## config.mk

```make
export PLATFORM = sky130hd
export DESIGN_NAME = cache_stage_1
export DESIGN_NICKNAME = d
export VERILOG_FILES = /design/src/cache_pkg.sv /design/src/cache_stage_1.sv
export VERILOG_INCLUDE_DIRS = /design/src /design/src/src
export SDC_FILE = /design/constraint.sdc
export NUM_CORES = 1
export LEC_CHECK = 0
export BUFFER_PORTS_ARGS = -buffer_cell sky130_fd_sc_hd__buf_2
export CAP_MARGIN = 0
export CORE_AREA = 2 2 298 300
export DETAILED_ROUTE_END_ITERATION = 8
export DIE_AREA = 0 0 300 302
export PLACE_DENSITY_LB_ADDON = 0.08
export RECOVER_POWER = 25
export SLEW_MARGIN = 5
export SYNTH_ARGS = -nofsm -noshare
export SYNTH_HDL_FRONTEND = slang
export SYNTH_SLANG_ARGS = --single-unit
```

## constraint.sdc

```tcl
create_clock -name clk -period 6.35 [get_ports clk]
set_clock_uncertainty 0.1 [all_clocks]
set_input_delay 0.635 -clock clk [delete_from_list [all_inputs] [get_ports clk]]
set_output_delay 0.635 -clock clk [all_outputs]
set_load 0.005 [all_outputs]
```

## src/cache_macros.svh

```systemverilog
`ifndef CACHE_MACROS_SVH
`define CACHE_MACROS_SVH

// Cache geometry
`define CACHE_WAYS       4
`define CACHE_SETS       16
`define CACHE_LINE_BYTES 32
`define CACHE_TAG_W      23

// Widths derived from the geometry
`define CACHE_WAY_W      $clog2(`CACHE_WAYS)
`define CACHE_SET_W      $clog2(`CACHE_SETS)
`define CACHE_OFS_W      $clog2(`CACHE_LINE_BYTES)
`define CACHE_LINE_W     (`CACHE_LINE_BYTES * 8)
`define CACHE_WORDS      (`CACHE_LINE_BYTES / 4)

// Tree pseudo-LRU keeps one bit per internal node
`define CACHE_LRU_W      (`CACHE_WAYS - 1)

`endif

```

## src/cache_pkg.sv

```systemverilog
`default_nettype none

`include "cache_macros.svh"

package cache_pkg;

    // Request held between the two pipeline stages
    typedef struct packed {
        logic [31:0]                  addr;
        logic [`CACHE_TAG_W-1:0]      tag;
        logic [`CACHE_SET_W-1:0]      set_no;
        logic [`CACHE_OFS_W-1:0]      offset;
        logic [3:0]                   rmask;
        logic [3:0]                   wmask;
        logic [31:0]                  wdata;
        logic                         busy;
    } stage_reg_t;

    // One cache line, flat or by word
    typedef union packed {
        logic [`CACHE_LINE_W-1:0]          flat;
        logic [`CACHE_WORDS-1:0][31:0]     words;
    } cache_line_u;

    // A nonzero byte enable also writes tag, valid and dirty
    typedef struct packed {
        logic [`CACHE_WAY_W-1:0]      way;
        logic [`CACHE_SET_W-1:0]      set;
        cache_line_u                  data;
        logic [`CACHE_LINE_BYTES-1:0] byte_en;
        logic [`CACHE_TAG_W-1:0]      tag;
        logic                         valid;
        logic                         dirty;
    } array_wr_t;

    typedef enum logic [1:0] {
        miss_idle,
        miss_writeback,
        miss_fetch
    } miss_state_t;

endpackage

`default_nettype wire

```

## src/cache_stage_1.sv

```systemverilog
`default_nettype none

`include "cache_macros.svh"

module cache_stage_1 (
    input  logic                        clk,
    input  logic                        rst,
    input  logic [31:0]                 ufp_addr,
    input  logic [3:0]                  ufp_rmask,
    input  logic [3:0]                  ufp_wmask,
    input  logic [31:0]                 ufp_wdata,
    input  logic                        stall_miss,
    input  logic                        hit_write,
    input  logic [`CACHE_WAY_W-1:0]     hit_way,
    input  logic                        fill_valid,
    input  cache_pkg::cache_line_u      fill_line,
    input  logic [`CACHE_LRU_W-1:0]     lru_bits,
    output cache_pkg::stage_reg_t       stage_reg,
    output cache_pkg::array_wr_t        wr,
    output logic [`CACHE_WAY_W-1:0]     victim_way
);

    cache_pkg::stage_reg_t              req_next;
    logic [`CACHE_OFS_W-3:0]            word_idx;

    assign word_idx = stage_reg.offset[`CACHE_OFS_W-1:2];

    // Follow the tree toward the least recently used leaf
    always_comb begin
        if (lru_bits[0]) begin
            victim_way = lru_bits[1] ? 2'd0 : 2'd1;
        end else begin
            victim_way = lru_bits[2] ? 2'd2 : 2'd3;
        end
    end

    always_comb begin
        req_next.addr   = ufp_addr;
        req_next.tag    = ufp_addr[31 -: `CACHE_TAG_W];
        req_next.set_no = ufp_addr[`CACHE_OFS_W +: `CACHE_SET_W];
        req_next.offset = ufp_addr[`CACHE_OFS_W-1:0];
        req_next.rmask  = ufp_rmask;
        req_next.wmask  = ufp_wmask;
        req_next.wdata  = ufp_wdata;
        req_next.busy   = (|ufp_rmask) || (|ufp_wmask);
    end

    always_ff @(posedge clk) begin
        if (rst) begin
            stage_reg.busy <= 1'b0;
        end else if (!stall_miss) begin
            if (hit_write) begin
                // Store merges this cycle so the next request waits one cycle
                stage_reg.busy <= 1'b0;
            end else begin
                stage_reg <= req_next;
            end
        end
    end

    // Both write sources target the set of the held request
    always_comb begin
        wr       = '0;
        wr.set   = stage_reg.set_no;
        wr.tag   = stage_reg.tag;
        wr.valid = 1'b1;
        if (fill_valid) begin
            wr.way     = victim_way;
            wr.data    = fill_line;
            wr.byte_en = '1;
            wr.dirty   = 1'b0;
        end else if (hit_write) begin
            wr.way                              = hit_way;
            wr.data.words[word_idx]             = stage_reg.wdata;
            wr.byte_en[{word_idx, 2'b00} +: 4]  = stage_reg.wmask;
            wr.dirty                            = 1'b1;
        end
    end

endmodule

`default_nettype wire

```

==> impl_metrics.yaml <==
final_layout:
  multi_input_area_mm2: 0.00306
  layout-drive-gt1-share_pct: 53.9
  nets: 1821
  final_common_cell: "buf_2"
  syn2layout_area_growth_pct: 83.7
  fillers: 10400
  final_area_mm2: 0.0109
  mostFrequentLayoutCells: "buf_2 (732), nand2_1 (269), o21ai_1 (209)"
  regArea_mm2: 0.00218
  largest_register_ffs: 73
global_route:
  grt_max_degree: 128
  grt_util_met3_pct: 2.49
  use_met2_pct: 21.3
  grt_pass1_vias: 8661
  grt-ovfl-total: 0
  grt_first_pass_wirelength_mm: 69.8
  antenna_found_initial: 4
  grt_busiest_layer: "met2"
  grt_usage_pct: 11.1
  gr-usage-met1_pct: 12.4
timing:
  slew_violations: 29
  clock.fmax_ghz: 0.248
  fin_crit_ns: 4.03
  setup-tns-final_ns: 0
  fin_crit_sh_pct: 63.4
  slew_headroom_pct: -32.5
  fin_hold_ws_ns: 0.326
  rsz0062_at_grt: "no"
  hold_viol_final: 0
  setup_violations: 0
  tightest_slew_ns: 1.99
route:
  viasPerCell: 3.26
  drtIter0Drc: 588
  antenna_left: 0
  routed_wl_mm: 53.6
  vias: 8631
  drc: 0
  drt_first_pass_iters: 5
  wl_per_cell_um: 20.2
cts:
  cts_inserted_buffers: 9
  hold_buffers: 0
  cts_max_path_buffers: 2
  cts_max_level: 3
  ctsResizeCount: 0
  path_clk_slew_ns: 0.08
  cts_root_buf: "clkbuf_16"
  clk_latency_ns: 0.37
  cts.sink_count: 73
  cts_tree: "built"
  cts_setup_buffers: 0
synthesis:
  ys_ff_latch: 73
  syn_inst: 814
  synth_edf_count: 72
  synthDistinctLibCells: 28
  async_flop_share_pct: 0
  netlist_area_mm2: 0.00593
  yosysWarnings: 0
  syn_nets: 1155
  yosysSeqAreaShare_pct: 36.8
  synth_area_per_cell_um2: 7.29
  yosys_most_used_dff: "edfxtp_1"
placed_design:
  numPortBuffers: 762
  gp_congestion: 0.836
  place_area_mm2: 0.0106
  hpwl_mm: 42.6
critical_path:
  critPathKind: "input pin to primary output"
  cp.required_ns: 5.61
  reg2reg_slack_ns: 5.68
  crit_end: "wr[216]"
  end_kind: "primary output"
  rr_endpoint: "stage_reg[0]$_SDFFE_PP0N_"
  startpoint: "fill_valid"
  worstRegToRegCells: 2
  start_kind: "input pin"
  r2r-start: "stage_reg[0]$_SDFFE_PP0N_"
  path_max_fanout: 127
  arrival_ns: 3.29
die:
  pin_count: 764
  coreArea_mm2: 0.0876
  die-area_mm2: 0.0906
  initial_core_util_pct: 6.78
  die_y_um: 302
  die_w_um: 300
  rows: 109
run:
  cap_viol_max_count: 1
pwr:
  pwr-share-clk_pct: 34.5
  peakVddDrop_uv: 99.6
  internal_power_mw: 1.09
  fin_total_pwr_mw: 1.68
  combPwrFrac_pct: 31.2
  p_leak_nw: 5.21
  power_density_mw_per_mm2: 154
  p_switching_mw: 0.592
  p_seq_share_pct: 34.3
  power.share.switching_pct: 35.2
status:
  failed_checks: "max-capacitance violations, max-slew violations"
  status: "finished, violations left"
worst_hold_path:
  hold_path_class: "input pin to flop"
-- power by group through the flow --
stage	Clock, mW	Combinational, mW	Sequential, mW
floorplan	0	0.207	0.586
global placement	0	0.548	0.588
detailed placement	0	0.541	0.587
CTS	0.635	0.543	0.577
global route	0.642	0.580	0.580
finish	0.579	0.525	0.577
-- stage by stage --
step           utilization, %  std cells  worst slack (ns)
2_1_floorplan               -        814              2.30
3_3_place_gp             12.1       2634              2.19
3_5_place_dp             12.1       2634              2.18
4_1_cts                  12.5       2650              2.18
5_1_grt                  12.4       2650              2.06
6_report                 12.4       2651              2.32
-- routing by layer --
| layer | vias to the layer above | routed length [um] |
|---|---|---|
| li1 | 4063 | - |
| met1 | 4071 | 20600 |
| met2 | 456 | 28800 |
| met3 | 39 | 3380 |
| met4 | 2 | 799 |
| met5 | - | 12 |
-- worst min path at each step --
stage / startpoint / to / cells after the start / slack (ns)
2_1_floorplan: stage_reg[0]$_SDFFE_PP0N_ / stage_reg[0]$_SDFFE_PP0N_ / 2 / 0.34
3_3_place_gp: stage_reg[0]$_SDFFE_PP0N_ / stage_reg[0]$_SDFFE_PP0N_ / 2 / 0.35
3_5_place_dp: stage_reg[0]$_SDFFE_PP0N_ / stage_reg[0]$_SDFFE_PP0N_ / 2 / 0.36
4_1_cts: ufp_wdata[26] / stage_reg[27]$_DFFE_PP_ / 1 / 0.29
5_1_grt: ufp_addr[12] / stage_reg[85]$_DFFE_PP_ / 1 / 0.29
6_report: ufp_wdata[19] / stage_reg[20]$_DFFE_PP_ / 1 / 0.33
-- cells by family after synthesis --
kind of cell	after synthesis	synth area share, %
AO/OA/AOI/OAI	292	26.1
adder cells (fa/ha/maj)	3	0.633
buffers and inverters	124	12.5
flip-flops	73	36.8
multiplexers	1	0.169
other	1	0.0632
AND/OR/NAND/NOR	320	23.7
-- cell type report --
type / count / area share (%)
repair buffers: 775 / 35.6
multi-input cells: 617 / 28.1
flip-flops and latches: 73 / 20.0
well taps: 1165 / 13.4
clock buffers: 9 / 2.07
clock inverters: 7 / 0.712
inverters: 4 / 0.138
diodes: 1 / 0.0230
-- critical path: stages --
cell	delay [ns]
clkbuf_8	0.41
and2b_4	0.74
buf_4	0.52
nand2_2	0.42
o21ai_0	0.28
buf_2	0.16
-- Yosys cell counts, types with 3 or more instances --
master	n	area share [%]
buf_2	12	1.0
buf_4	60	7.6
clkbuf_1	42	2.7
edfxtp_1	72	36
ha_1	3	0.63
nand2_1	271	17
nand2_2	7	0.74
nand2_4	20	3.8
nand3_1	9	0.76
nor2_1	3	0.19
nor2b_1	3	0.32
o21ai_0	48	4.0
o21ai_1	210	18
o21bai_1	32	4.0
No activity file was read; power rests on OpenSTA's default activity.
